**config.mk**
```make
export PLATFORM = sky130hd
export DESIGN_NAME = calc_top
export DESIGN_NICKNAME = d
export VERILOG_FILES = /design/src/calc_isa_pkg.sv /design/src/calc_pipe_pkg.sv /design/src/calc_bypass.sv /design/src/calc_issue.sv /design/src/calc_pipe_int.sv /design/src/calc_pipe_mul.sv /design/src/calc_completion.sv /design/src/calc_top.sv
export VERILOG_INCLUDE_DIRS = /design/src /design/src/src
export SDC_FILE = /design/constraint.sdc
export NUM_CORES = 2
export LEC_CHECK = 0
export BUFFER_PORTS_ARGS = -buffer_cell sky130_fd_sc_hd__buf_2
export CORE_ASPECT_RATIO = 1.1
export CORE_MARGIN = 2
export CORE_UTILIZATION = 55
export CTS_BUF_LIST = sky130_fd_sc_hd__clkbuf_8 sky130_fd_sc_hd__clkbuf_16
export DETAILED_ROUTE_END_ITERATION = 12
export PLACE_DENSITY_LB_ADDON = 0.2
export SETUP_SLACK_MARGIN = 0.15
export SYNTH_ARGS = -nofsm -noshare
export SYNTH_HDL_FRONTEND = slang
export SYNTH_SLANG_ARGS = --single-unit
```
**constraint.sdc**
```tcl
create_clock -name clk_i -period 9.2 [get_ports clk_i]
set_clock_uncertainty 0.05 [all_clocks]
set_input_delay 2.76 -clock clk_i [delete_from_list [all_inputs] [get_ports clk_i]]
set_output_delay 2.76 -clock clk_i [all_outputs]
set_load 0.02 [all_outputs]
```
**src/calc_consts.svh**
```systemverilog
// Calculator constants: datapath widths, completion pipe depth and stage positions

`ifndef CALC_CONSTS_SVH
`define CALC_CONSTS_SVH

// Operand and result word
`define CALC_DWORD_WIDTH 32

// Integer register index, x0..x31
`define CALC_REG_ADDR_WIDTH 5

// Instruction address
`define CALC_PC_WIDTH 32

// Index of the last completion stage, stages 0..4 exist
`define CALC_COMP_DEPTH 4

// Completion stage that the multiplier result joins
`define CALC_MUL_LATENCY 3

// Completion stage that raises the commit strobe
`define CALC_COMMIT_STAGE 2

`endif

```
**src/calc_isa_pkg.sv**
```systemverilog
// Architectural types of the calculator: data word, register index, pc and ALU operation
`default_nettype none

`include "calc_consts.svh"

package calc_isa_pkg;

  typedef logic [`CALC_DWORD_WIDTH-1:0] dword_t;

  typedef logic [`CALC_REG_ADDR_WIDTH-1:0] reg_addr_t;

  typedef logic [`CALC_PC_WIDTH-1:0] pc_t;

  // Encodings are fixed, the pattern file uses them directly
  typedef enum logic [2:0]
  {
    e_alu_add = 3'd0
    , e_alu_sub = 3'd1
    , e_alu_and = 3'd2
    , e_alu_or  = 3'd3
    , e_alu_xor = 3'd4
    , e_alu_slt = 3'd5
  } alu_op_e;

endpackage

`default_nettype wire

```
**src/calc_pipe_pkg.sv**
```systemverilog
// Pipeline types of the calculator: execute pipe select and completion stage index
`default_nettype none

`include "calc_consts.svh"

package calc_pipe_pkg;

  // Which execute pipe produces the result of an instruction
  typedef enum logic [0:0]
  {
    e_pipe_int = 1'b0
    , e_pipe_mul = 1'b1
  } pipe_sel_e;

  // Wide enough to name every completion stage 0..CALC_COMP_DEPTH
  typedef logic [$clog2(`CALC_COMP_DEPTH+1)-1:0] stage_idx_t;

endpackage

`default_nettype wire

```
**src/calc_bypass.sv**
```systemverilog
// Operand bypass: picks the youngest in-flight result for each source register
`default_nettype none
`timescale 1ns/10ps

`include "calc_consts.svh"

module calc_bypass
  import calc_isa_pkg::*;
 (input reg_addr_t                          rs1_addr_i
  , input reg_addr_t                        rs2_addr_i
  , input dword_t                           rs1_data_i
  , input dword_t                           rs2_data_i

  // Taps from completion stages 1..4, stage 1 is the youngest
  , input logic [`CALC_COMP_DEPTH:1]        fwd_v_i
  , input reg_addr_t [`CALC_COMP_DEPTH:1]   fwd_addr_i
  , input dword_t [`CALC_COMP_DEPTH:1]      fwd_data_i

  , output dword_t                          rs1_o
  , output dword_t                          rs2_o
  );

  function automatic dword_t select_fwd
    (input reg_addr_t                         addr
     , input dword_t                          rf_data
     , input logic [`CALC_COMP_DEPTH:1]       v
     , input reg_addr_t [`CALC_COMP_DEPTH:1]  tap_addr
     , input dword_t [`CALC_COMP_DEPTH:1]     tap_data
     );
    dword_t sel;
    // x0 reads as zero and never takes a tap
    sel = (addr == '0) ? '0 : rf_data;
    // Walk oldest to youngest so the youngest match is the one left standing
    for (int i = `CALC_COMP_DEPTH; i >= 1; i--)
    begin
      if (v[i] && (tap_addr[i] == addr) && (addr != '0))
        sel = tap_data[i];
    end
    return sel;
  endfunction

  assign rs1_o = select_fwd(rs1_addr_i, rs1_data_i, fwd_v_i, fwd_addr_i, fwd_data_i);
  assign rs2_o = select_fwd(rs2_addr_i, rs2_data_i, fwd_v_i, fwd_addr_i, fwd_data_i);

endmodule

`default_nettype wire

```
**src/calc_issue.sv**
```systemverilog
// Issue register: stage 0 of the pipe, holds the dispatched instruction with bypassed operands
`default_nettype none
`timescale 1ns/10ps

`include "calc_consts.svh"

module calc_issue
  import calc_isa_pkg::*;
  import calc_pipe_pkg::*;
 (input logic                               clk_i
  , input logic                             reset_i

  // Dispatch
  , input logic                             dispatch_v_i
  , input logic                             poison_i
  , input pc_t                              pc_i
  , input pipe_sel_e                        pipe_sel_i
  , input alu_op_e                          alu_op_i
  , input logic                             use_imm_i
  , input dword_t                           imm_i
  , input reg_addr_t                        rs1_addr_i
  , input reg_addr_t                        rs2_addr_i
  , input dword_t                           rs1_data_i
  , input dword_t                           rs2_data_i
  , input reg_addr_t                        rd_addr_i
  , input logic                             rd_w_v_i

  , input logic                             flush_i

  // Forwarding taps from completion
  , input logic [`CALC_COMP_DEPTH:1]        fwd_v_i
  , input reg_addr_t [`CALC_COMP_DEPTH:1]   fwd_addr_i
  , input dword_t [`CALC_COMP_DEPTH:1]      fwd_data_i

  // Stage 0 contents
  , output logic                            v_o
  , output logic                            poison_o
  , output pc_t                             pc_o
  , output pipe_sel_e                       pipe_sel_o
  , output alu_op_e                         alu_op_o
  , output dword_t                          op_a_o
  , output dword_t                          op_b_o
  , output reg_addr_t                       rd_addr_o
  , output logic                            rd_w_v_o
  );

  dword_t rs1_byp;
  dword_t rs2_byp;

  calc_bypass bypass
   (.rs1_addr_i(rs1_addr_i)
    ,.rs2_addr_i(rs2_addr_i)
    ,.rs1_data_i(rs1_data_i)
    ,.rs2_data_i(rs2_data_i)
    ,.fwd_v_i(fwd_v_i)
    ,.fwd_addr_i(fwd_addr_i)
    ,.fwd_data_i(fwd_data_i)
    ,.rs1_o(rs1_byp)
    ,.rs2_o(rs2_byp)
    );

  always_ff @(posedge clk_i)
  begin
    if (reset_i)
    begin
      v_o      <= 1'b0;
      poison_o <= 1'b0;
    end
    else
    begin
      v_o      <= dispatch_v_i;
      // A flush kills the instruction arriving in the same cycle
      poison_o <= poison_i | flush_i;
    end
  end

  always_ff @(posedge clk_i)
  begin
    pc_o       <= pc_i;
    pipe_sel_o <= pipe_sel_i;
    alu_op_o   <= alu_op_i;
    op_a_o     <= rs1_byp;
    op_b_o     <= use_imm_i ? imm_i : rs2_byp;
    rd_addr_o  <= rd_addr_i;
    rd_w_v_o   <= rd_w_v_i;
  end

  // Nothing sits in stage 0 right after reset
  reset_empty_a: assert property (@(posedge clk_i) reset_i |=> !v_o);

endmodule

`default_nettype wire

```
**src/calc_pipe_int.sv**
```systemverilog
// Integer execute pipe: single-cycle ALU fed from stage 0
`default_nettype none
`timescale 1ns/10ps

module calc_pipe_int
  import calc_isa_pkg::*;
 (input alu_op_e                            alu_op_i
  , input dword_t                           op_a_i
  , input dword_t                           op_b_i

  , output dword_t                          data_o
  );

  logic slt_lo;

  // Signed compare for slt
  assign slt_lo = ($signed(op_a_i) < $signed(op_b_i));

  always_comb
  begin
    case (alu_op_i)
      e_alu_add:
        data_o = op_a_i + op_b_i;
      e_alu_sub:
        data_o = op_a_i - op_b_i;
      e_alu_and:
        data_o = op_a_i & op_b_i;
      e_alu_or:
        data_o = op_a_i | op_b_i;
      e_alu_xor:
        data_o = op_a_i ^ op_b_i;
      e_alu_slt:
        data_o = {{($bits(dword_t)-1){1'b0}}, slt_lo};
      // Unused encodings give zero
      default:
        data_o = '0;
    endcase
  end

endmodule

`default_nettype wire

```
**src/calc_pipe_mul.sv**
```systemverilog
// Multiplier execute pipe: operands and low product word each take one register stage
`default_nettype none
`timescale 1ns/10ps

module calc_pipe_mul
  import calc_isa_pkg::*;
 (input logic                               clk_i
  , input logic                             reset_i

  , input dword_t                           op_a_i
  , input dword_t                           op_b_i

  // Valid in the cycle the instruction sits in completion stage 2
  , output dword_t                          data_o
  );

  dword_t op_a_r;
  dword_t op_b_r;
  dword_t prod_r;

  // First register, captured as the instruction leaves stage 0
  always_ff @(posedge clk_i)
  begin
    if (reset_i)
    begin
      op_a_r <= '0;
      op_b_r <= '0;
    end
    else
    begin
      op_a_r <= op_a_i;
      op_b_r <= op_b_i;
    end
  end

  // Second register keeps only the low word of the product
  always_ff @(posedge clk_i)
  begin
    prod_r <= op_a_r * op_b_r;
  end

  assign data_o = prod_r;

endmodule

`default_nettype wire

```
**src/calc_completion.sv**
```systemverilog
// Completion pipe: stage, poison and result shift registers with forwarding, commit and writeback
`default_nettype none
`timescale 1ns/10ps

`include "calc_consts.svh"

module calc_completion
  import calc_isa_pkg::*;
  import calc_pipe_pkg::*;
 (input logic                               clk_i
  , input logic                             reset_i
  , input logic                             flush_i

  // Stage 0 from the issue register
  , input logic                             v_i
  , input logic                             poison_i
  , input pc_t                              pc_i
  , input pipe_sel_e                        pipe_sel_i
  , input reg_addr_t                        rd_addr_i
  , input logic                             rd_w_v_i

  // Execute pipe results
  , input dword_t                           int_data_i
  , input dword_t                           mul_data_i

  // Forwarding taps, next state of stages 1..4
  , output logic [`CALC_COMP_DEPTH:1]       fwd_v_o
  , output reg_addr_t [`CALC_COMP_DEPTH:1]  fwd_addr_o
  , output dword_t [`CALC_COMP_DEPTH:1]     fwd_data_o

  , output logic                            commit_v_o
  , output pc_t                             commit_pc_o

  , output logic                            wb_v_o
  , output reg_addr_t                       wb_addr_o
  , output dword_t                          wb_data_o
  );

  localparam stage_idx_t commit_stage_lp = stage_idx_t'(`CALC_COMMIT_STAGE);
  localparam stage_idx_t mul_stage_lp    = stage_idx_t'(`CALC_MUL_LATENCY);
  localparam stage_idx_t last_stage_lp   = stage_idx_t'(`CALC_COMP_DEPTH);

  logic [`CALC_COMP_DEPTH:1] v_n, v_r;
  logic [`CALC_COMP_DEPTH:1] poison_n, poison_r;
  logic [`CALC_COMP_DEPTH:1] rd_w_v_n, rd_w_v_r;
  pc_t       pc_n       [1:`CALC_COMP_DEPTH];
  pc_t       pc_r       [1:`CALC_COMP_DEPTH];
  pipe_sel_e pipe_sel_n [1:`CALC_COMP_DEPTH];
  pipe_sel_e pipe_sel_r [1:`CALC_COMP_DEPTH];
  reg_addr_t rd_addr_n  [1:`CALC_COMP_DEPTH];
  reg_addr_t rd_addr_r  [1:`CALC_COMP_DEPTH];
  dword_t    result_n   [1:`CALC_COMP_DEPTH];
  dword_t    result_r   [1:`CALC_COMP_DEPTH];

  always_comb
  begin
    // Stage 1 takes the issue register, and the ALU result for int ops
    v_n[1]         = v_i;
    poison_n[1]    = poison_i | flush_i;
    rd_w_v_n[1]    = rd_w_v_i;
    pc_n[1]        = pc_i;
    pipe_sel_n[1]  = pipe_sel_i;
    rd_addr_n[1]   = rd_addr_i;
    result_n[1]    = (pipe_sel_i == e_pipe_int) ? int_data_i : '0;

    for (int i = 2; i <= `CALC_COMP_DEPTH; i++)
    begin
      v_n[i]        = v_r[i-1];
      // Flush reaches up to the commit stage, never past it
      poison_n[i]   = poison_r[i-1] | (flush_i && (i <= commit_stage_lp));
      rd_w_v_n[i]   = rd_w_v_r[i-1];
      pc_n[i]       = pc_r[i-1];
      pipe_sel_n[i] = pipe_sel_r[i-1];
      rd_addr_n[i]  = rd_addr_r[i-1];
      result_n[i]   = result_r[i-1];
    end

    // Multiplier result lands as the mul moves out of the stage before
    if (pipe_sel_r[mul_stage_lp-1] == e_pipe_mul)
      result_n[mul_stage_lp] = mul_data_i;
  end

  always_ff @(posedge clk_i)
  begin
    if (reset_i)
    begin
      v_r      <= '0;
      poison_r <= '0;
    end
    else
    begin
      v_r      <= v_n;
      poison_r <= poison_n;
    end
  end

  always_ff @(posedge clk_i)
  begin
    rd_w_v_r   <= rd_w_v_n;
    pc_r       <= pc_n;
    pipe_sel_r <= pipe_sel_n;
    rd_addr_r  <= rd_addr_n;
    result_r   <= result_n;
  end

  // Poisoned entries never forward
  always_comb
  begin
    for (int i = 1; i <= `CALC_COMP_DEPTH; i++)
    begin
      fwd_v_o[i]    = v_n[i] & rd_w_v_n[i] & ~poison_n[i];
      fwd_addr_o[i] = rd_addr_n[i];
      fwd_data_o[i] = result_n[i];
    end
  end

  assign commit_v_o  = v_r[commit_stage_lp] & ~poison_r[commit_stage_lp];
  assign commit_pc_o = pc_r[commit_stage_lp];

  assign wb_v_o    = v_r[last_stage_lp] & rd_w_v_r[last_stage_lp] & ~poison_r[last_stage_lp];
  assign wb_addr_o = rd_addr_r[last_stage_lp];
  assign wb_data_o = result_r[last_stage_lp];

  // A committed write always reaches the register file
  commit_wb_a: assert property (@(posedge clk_i) disable iff (reset_i)
    (commit_v_o && rd_w_v_r[commit_stage_lp]) |-> ##2 wb_v_o);

endmodule

`default_nettype wire

```
**src/calc_top.sv**
```systemverilog
// Calculator top: issue register, integer and multiplier pipes and completion pipe
`default_nettype none
`timescale 1ns/10ps

`include "calc_consts.svh"

module calc_top
  import calc_isa_pkg::*;
  import calc_pipe_pkg::*;
 (input logic                               clk_i
  , input logic                             reset_i

  , input logic                             dispatch_v_i
  , input logic                             poison_i
  , input pc_t                              pc_i
  , input pipe_sel_e                        pipe_sel_i
  , input alu_op_e                          alu_op_i
  , input logic                             use_imm_i
  , input dword_t                           imm_i
  , input reg_addr_t                        rs1_addr_i
  , input reg_addr_t                        rs2_addr_i
  , input dword_t                           rs1_data_i
  , input dword_t                           rs2_data_i
  , input reg_addr_t                        rd_addr_i
  , input logic                             rd_w_v_i

  , input logic                             flush_i

  , output logic                            commit_v_o
  , output pc_t                             commit_pc_o

  , output logic                            wb_v_o
  , output reg_addr_t                       wb_addr_o
  , output dword_t                          wb_data_o
  );

  // Stage 0
  logic      iss_v;
  logic      iss_poison;
  pc_t       iss_pc;
  pipe_sel_e iss_pipe_sel;
  alu_op_e   iss_alu_op;
  dword_t    iss_op_a;
  dword_t    iss_op_b;
  reg_addr_t iss_rd_addr;
  logic      iss_rd_w_v;

  dword_t int_data;
  dword_t mul_data;

  logic [`CALC_COMP_DEPTH:1]      fwd_v;
  reg_addr_t [`CALC_COMP_DEPTH:1] fwd_addr;
  dword_t [`CALC_COMP_DEPTH:1]    fwd_data;

  calc_issue issue
   (.clk_i(clk_i)
    ,.reset_i(reset_i)
    ,.dispatch_v_i(dispatch_v_i)
    ,.poison_i(poison_i)
    ,.pc_i(pc_i)
    ,.pipe_sel_i(pipe_sel_i)
    ,.alu_op_i(alu_op_i)
    ,.use_imm_i(use_imm_i)
    ,.imm_i(imm_i)
    ,.rs1_addr_i(rs1_addr_i)
    ,.rs2_addr_i(rs2_addr_i)
    ,.rs1_data_i(rs1_data_i)
    ,.rs2_data_i(rs2_data_i)
    ,.rd_addr_i(rd_addr_i)
    ,.rd_w_v_i(rd_w_v_i)
    ,.flush_i(flush_i)
    ,.fwd_v_i(fwd_v)
    ,.fwd_addr_i(fwd_addr)
    ,.fwd_data_i(fwd_data)
    ,.v_o(iss_v)
    ,.poison_o(iss_poison)
    ,.pc_o(iss_pc)
    ,.pipe_sel_o(iss_pipe_sel)
    ,.alu_op_o(iss_alu_op)
    ,.op_a_o(iss_op_a)
    ,.op_b_o(iss_op_b)
    ,.rd_addr_o(iss_rd_addr)
    ,.rd_w_v_o(iss_rd_w_v)
    );

  calc_pipe_int pipe_int
   (.alu_op_i(iss_alu_op)
    ,.op_a_i(iss_op_a)
    ,.op_b_i(iss_op_b)
    ,.data_o(int_data)
    );

  calc_pipe_mul pipe_mul
   (.clk_i(clk_i)
    ,.reset_i(reset_i)
    ,.op_a_i(iss_op_a)
    ,.op_b_i(iss_op_b)
    ,.data_o(mul_data)
    );

  calc_completion completion
   (.clk_i(clk_i)
    ,.reset_i(reset_i)
    ,.flush_i(flush_i)
    ,.v_i(iss_v)
    ,.poison_i(iss_poison)
    ,.pc_i(iss_pc)
    ,.pipe_sel_i(iss_pipe_sel)
    ,.rd_addr_i(iss_rd_addr)
    ,.rd_w_v_i(iss_rd_w_v)
    ,.int_data_i(int_data)
    ,.mul_data_i(mul_data)
    ,.fwd_v_o(fwd_v)
    ,.fwd_addr_o(fwd_addr)
    ,.fwd_data_o(fwd_data)
    ,.commit_v_o(commit_v_o)
    ,.commit_pc_o(commit_pc_o)
    ,.wb_v_o(wb_v_o)
    ,.wb_addr_o(wb_addr_o)
    ,.wb_data_o(wb_data_o)
    );

endmodule

`default_nettype wire

```
=== Word-level counts from Yosys, hierarchy flattened ===
Cells that the tools add are included.

* $add $sub $neg: 2
* Multiply operators: 1
* $lt $le $gt $ge: 1
* Equal/unequal tests: 13
* Mux-type cells: 14
* Bitwise logic cells: 22
* Reductions and logical operators: 21

{| class="wikitable"
|+ Operator list
! cell !! count
|-
| two-way mux 32 bit || 13
|-
| case mux 32 bit (6 select lines) || 1
|-
| == test 5 bit || 8
|-
| adder 32 bit || 1
|-
| AND 32 bit || 1
|-
| less-than comparator 32 bit || 1
|-
| multiplier 32 x 32 -> 32 bit || 1
|-
| OR 32 bit || 1
|-
| subtractor 32 bit || 1
|-
| XOR 32 bit || 1
|-
| logical AND 1 bit || 16
|-
| AND 1 bit || 11
|-
| logical NOT 5 bit || 2
|-
| nonzero test 5 bit || 2
|-
| == test 3 x 2 -> 1 bit, second input constant || 2
|-
| == test 3 bit, second input constant || 2
|-
| NOT 1 bit || 5
|-
| == test 3 x 1 -> 1 bit, second input constant || 1
|-
| logical NOT 3 bit || 1
|-
| OR 1 bit || 3
|}

* Flip-flop bits (word level): 430
* Logic and storage cells: 101

=== Depth between registers and ports, before layout ===
* Word-level depth: 9
* Mapped depth: 26
* Gate-level depth less buffers: 25

=== Cells and area by module ===
Synthesis repeated with hierarchy kept, for this count alone.

* Cells, all modules: 3817
* Area, all modules: 36486.2 sq um

{| class="wikitable"
|+ By module, submodules not included
! module !! instances !! cells an instance !! area each (sq um) !! sequential area each (sq um)
|-
| calc_pipe_mul || 1 || 1893 || 18197.5 || 1921.8
|-
| calc_completion || 1 || 444 || 6448.7 || 4524.3
|-
| calc_pipe_int || 1 || 781 || 5094.9 || 0.0
|-
| calc_bypass || 1 || 553 || 4022.6 || 0.0
|-
| calc_issue || 1 || 146 || 2722.6 || 2162.1
|}

=== Worst setup path before layout ===
Ideal clock, no wire load.

* Kind: register -> register
* Start: register pipe_mul.op_b_r[2]
* End: register pipe_mul.prod_r[30] (netlist: pipe_mul.data_o[30])
* Setup time: 72 ps
* Data arrival time: 6765 ps
* Data required time: 9078 ps
* Slack: 2313 ps
* Stages on the path, launching flop included: 25
* Clock period less this slack: 6887 ps
* Cell sequence: dfxtp_1 clkbuf_1 clkbuf_1 nand2_1 fa_1 fa_1 fa_1 fa_1 fa_1 inv_1 ha_1 inv_1 fa_1 fa_1 inv_1 ha_1 and4_1 a221oi_1 o22ai_1 or2_1 a2111oi_2 o21ai_1 a31o_2 a21oi_1 xnor2_1

* Cells in the longest elaborated chain, start to end: 1

{| class="wikitable"
|+ RTL lines
! what !! RTL line !! text
|-
| start, declared || calc_pipe_mul.sv:18 || <nowiki>dword_t op_b_r;</nowiki>
|-
| start signal, assigned || calc_pipe_mul.sv:32 || <nowiki>op_b_r <= op_b_i;</nowiki>
|-
| multiplier 32 x 32 -> 32 bit || calc_pipe_mul.sv:39 || <nowiki>prod_r <= op_a_r * op_b_r;</nowiki>
|-
| end signal, assigned || calc_pipe_mul.sv:39 ||
|-
| end, declared || calc_pipe_mul.sv:19 || <nowiki>dword_t prod_r;</nowiki>
|}

No other way between the ends.
A chain may end at the register's enable or synchronous reset.

=== Final worst setup path ===
* Start: register pipe_mul.op_a_r[9]
* End: register pipe_mul.prod_r[30] (netlist: pipe_mul.data_o[30])

* Cells in the longest elaborated chain, start to end: 1

{| class="wikitable"
|+ RTL lines
! what !! RTL line !! text
|-
| start, declared || calc_pipe_mul.sv:17 || <nowiki>dword_t op_a_r;</nowiki>
|-
| start signal, assigned || calc_pipe_mul.sv:31 || <nowiki>op_a_r <= op_a_i;</nowiki>
|-
| multiplier 32 x 32 -> 32 bit || calc_pipe_mul.sv:39 ||
|}

No other way between the ends.

==> flow_metrics.env <==
export IMPL_maxSlewViolCount=0
export IMPL_grt_pass1_wl_um=157000
export IMPL_hold_start="issue.pc_o[12]"
export IMPL_busiest_layer="met2"
export IMPL_p_switching_mw=2.72
export IMPL_end_kind="flip-flop"
export IMPL_power_frac_clock_pct=24.9
export IMPL_synth_fp_nets=4669
export IMPL_crit_type="flip-flop to flip-flop"
export IMPL_syn_to_final_growth_pct=7.01
export IMPL_mappedNetlistArea_um2=34400
export IMPL_synth_seq_area_share_pct=25.0
export IMPL_antenna_found_initial=9
export IMPL_postCtsResizedCells=0
export IMPL_io_pins=225
export IMPL_hp_class="flip-flop to flip-flop"
export IMPL_routed_via_density=5.65
export IMPL_drt_iter0_drc=1989
export IMPL_rsz0062_at_grt="no"
export IMPL_die_y_um=266
export IMPL_met3_usage_pct=3.63
export IMPL_maxCapViolations=0
export IMPL_worstSetupStartpoint="pipe_mul.op_a_r[9]"
export IMPL_yosys_top_cells_area="dfxtp_1, fa_1, ha_1"
export IMPL_r2r_start="pipe_mul.op_a_r[9]"
export IMPL_htree_levels=2
export IMPL_yosysTopAreaCell="dfxtp_1"
export IMPL_ys_ff_latch=430
export IMPL_stdcell_count=4771
export IMPL_worst_ir_drop_vdd_uv=188
export IMPL_min_period_over_period_pct=83.5
export IMPL_grt_start_max_net_pins=75
export IMPL_numClockSinks=430
export IMPL_synth_ff_type="dfxtp_1"
export IMPL_grt_util_all_layers_pct=31.3
export IMPL_gp_congestion=0.994
export IMPL_crit_required_ns=9.62
export IMPL_synth_edf_count=0
export IMPL_cts_tree="yes"
export IMPL_hpwl_um=78600
export IMPL_seqPwrFrac_pct=33.6
export IMPL_syn_inst=3886
export IMPL_final_min_clock_period_ns=7.68
export IMPL_hold_violations=0
export IMPL_switching_share_pct=38.4
export IMPL_maxSlewHeadroom_pct=20.8
export IMPL_grt_pass1_vias=27500
export IMPL_drive_gt1_share_pct=10.2
export IMPL_totalWireLength_um=99800
export IMPL_clk_latency_ns=0.57
export IMPL_setup_viol=0
export IMPL_die_area_um2=64600
export IMPL_final_nets=4689
export IMPL_drc=0
export IMPL_tightest_slew_ns=1.17
export IMPL_num_vias=26900
export IMPL_start_util_pct=55.4
export IMPL_root_buffer="clkbuf_16"
export IMPL_leakagePower_nw=17.4
export IMPL_final_util_pct=59.2
export IMPL_p_comb_share_pct=41.5
export IMPL_yosysWarnings=0
export IMPL_ant_nets=0
export IMPL_internal_power_mw=4.37
export IMPL_overflow=0
export IMPL_wire_per_inst_um=20.9
export IMPL_grt_use_met1_pct=39.9
export IMPL_synth_top_area_share_pct=25.0
export IMPL_p_per_area_nw_per_um2=192
export IMPL_rows=96
export IMPL_status="completed"
export IMPL_avgSynthCellArea_um2=8.86
export IMPL_fin_tns_setup_ns=0
export IMPL_gr_usage_met2_pct=52.4
export IMPL_clk_pin_slew_worst_paths_ns=0.06
export IMPL_path_max_fanout=23
export IMPL_arrival_ns=8.10
export IMPL_post_cts_buffers=0
export IMPL_power_mw=7.09
export IMPL_synth_cell_types=87
export IMPL_cts_made_buffers=40
export IMPL_fp_dieW_um=243
export IMPL_core_area_um2=62200
export IMPL_async_flop_share_pct=0
export IMPL_firstDrtPassIters=6
export IMPL_clockBufferDepth=3
export IMPL_start_kind="flip-flop"
export IMPL_portBuffers=224
export IMPL_fmax_ghz=0.130
export IMPL_dpl_cell_count=4697
export IMPL_timing_hold_ws_ns=0.273
export IMPL_ctsHoldBuffers=0
-- cell usage in the layout (no fill, tap or decap), drive strengths merged, types with 45 or more instances in the layout --
cell type  count
inv          515
nand2        431
a21oi        192
dfxtp        430
buf          265
nand3         98
xnor2         94
fa           410
a211oi        65
clkbuf        45
ha           219
o21ai        164
nor2         257
and2         301
-- stage by stage --
stage | area (um2) | setup slack [ns]
after floorplan | 34400 | 2.31
after global placement | 35400 | 1.68
after detailed placement | 35400 | 1.54
after CTS | 36900 | 1.49
after global routing | 36900 | 1.13
final | 36900 | 1.52
-- synth_stat cells (all sizes together) (4+ instances only) --
| cell | n |
|---|---|
| o22ai | 23 |
| a211o | 5 |
| a21oi | 192 |
| or3 | 8 |
| nand3 | 98 |
| ha | 219 |
| a221oi | 5 |
| xnor2 | 94 |
| clkbuf | 199 |
| o21bai | 15 |
| buf | 88 |
| fa | 410 |
| nor2 | 257 |
| o211ai | 30 |
| nor4 | 9 |
| and4 | 4 |
| nor3 | 24 |
| nand2b | 12 |
| xor2 | 42 |
| a21o | 24 |
| inv | 505 |
| o31ai | 9 |
| o21a | 10 |
| a211oi | 65 |
| o21ai | 164 |
| o221ai | 8 |
| mux2i | 10 |
| a2111oi | 4 |
| a31oi | 21 |
| mux2 | 35 |
| and2 | 301 |
| nor2b | 21 |
| nand2 | 431 |
| dfxtp | 430 |
| nand4 | 14 |
| o31a | 5 |
| and3 | 35 |
-- area by class of cell --
cell class                      count  area [um2]
Multi-Input combinational cell   2663       22500
Inverter                          506        1900
Sequential cell                   430        8610
Clock buffer                       45        1070
Fill cell                        5596       25400
Tap cell                          833        1040
Clock inverter                     27         348
Timing Repair Buffer              265        1430
Antenna cell                        2        5.00
-- critical path: stages, from the launching register on --
cell	delay, ns
dfxtp_1	1.07
nand2_1	0.16
fa_1	0.50
fa_1	0.52
inv_1	0.06
fa_1	0.51
inv_1	0.05
fa_1	0.39
fa_1	0.55
inv_1	0.04
ha_1	0.28
inv_1	0.07
fa_1	0.43
fa_1	0.50
inv_1	0.04
ha_1	0.36
and4_1	0.25
a221oi_1	0.26
o22ai_1	0.11
or2_1	0.31
a2111oi_2	0.38
o21ai_1	0.16
a31o_2	0.25
a21oi_1	0.17
xnor2_1	0.14
-- flip-flops by register name, indices dropped and copies added (netlist names), 2 cells and up --
signal / count
completion.fwd_data_o: 64
completion.commit_pc_o: 32
completion.pc_n: 32
completion.result_r: 32
completion.wb_data_o: 32
issue.op_a_o: 32
issue.op_b_o: 32
issue.pc_o: 32
pipe_mul.data_o: 32
pipe_mul.op_a_r: 32
pipe_mul.op_b_r: 32
completion.fwd_addr_o: 15
completion.wb_addr_o: 5
issue.rd_addr_o: 5
completion.poison_r: 4
completion.rd_w_v_r: 4
completion.v_r: 4
issue.alu_op_o: 3
completion.pipe_sel_n: 2
-- worst paths after layout --
check                                            to  slack (ns)  cells after the start
worst min register to register  completion.pc_n[76]        0.27                      0
worst max register to register  pipe_mul.data_o[30]        1.52                     24
worst max-delay path            pipe_mul.data_o[30]        1.52                     24
worst min-delay path            completion.pc_n[76]        0.27                      0
-- power groups by stage --
| stage | registers, mW | logic (mW) | clock network, mW |
|---|---|---|---|
| 6_report | 2.38 | 2.94 | 1.77 |
| 4_1_cts | 2.37 | 2.94 | 1.79 |
| 2_1_floorplan | 2.23 | 2.16 | 0 |
| 5_1_grt | 2.40 | 3.25 | 1.87 |
| 3_5_place_dp | 2.40 | 2.89 | 0 |
| 3_3_place_gp | 2.41 | 2.89 | 0 |
-- cell families after synthesis --
| logic type | after synthesis | synth area share (%) |
|---|---|---|
| XOR/XNOR | 136 | 3.46 |
| multiplexers | 45 | 1.45 |
| adder cells (fa/ha/maj) | 629 | 31.8 |
| AND/OR/NAND/NOR | 1226 | 16.9 |
| buffers and inverters | 793 | 9.88 |
| flip-flops | 430 | 25.0 |
| AO/OA/AOI/OAI | 627 | 11.5 |
-- routing by layer --
layer / wire (um) / part of all wire (%)
met1: 39900 / 40
met2: 47000 / 47
met3: 6480 / 6.5
met4: 6390 / 6.4
met5: 19 / 0.019
No activity file was read; power rests on OpenSTA's default activity.
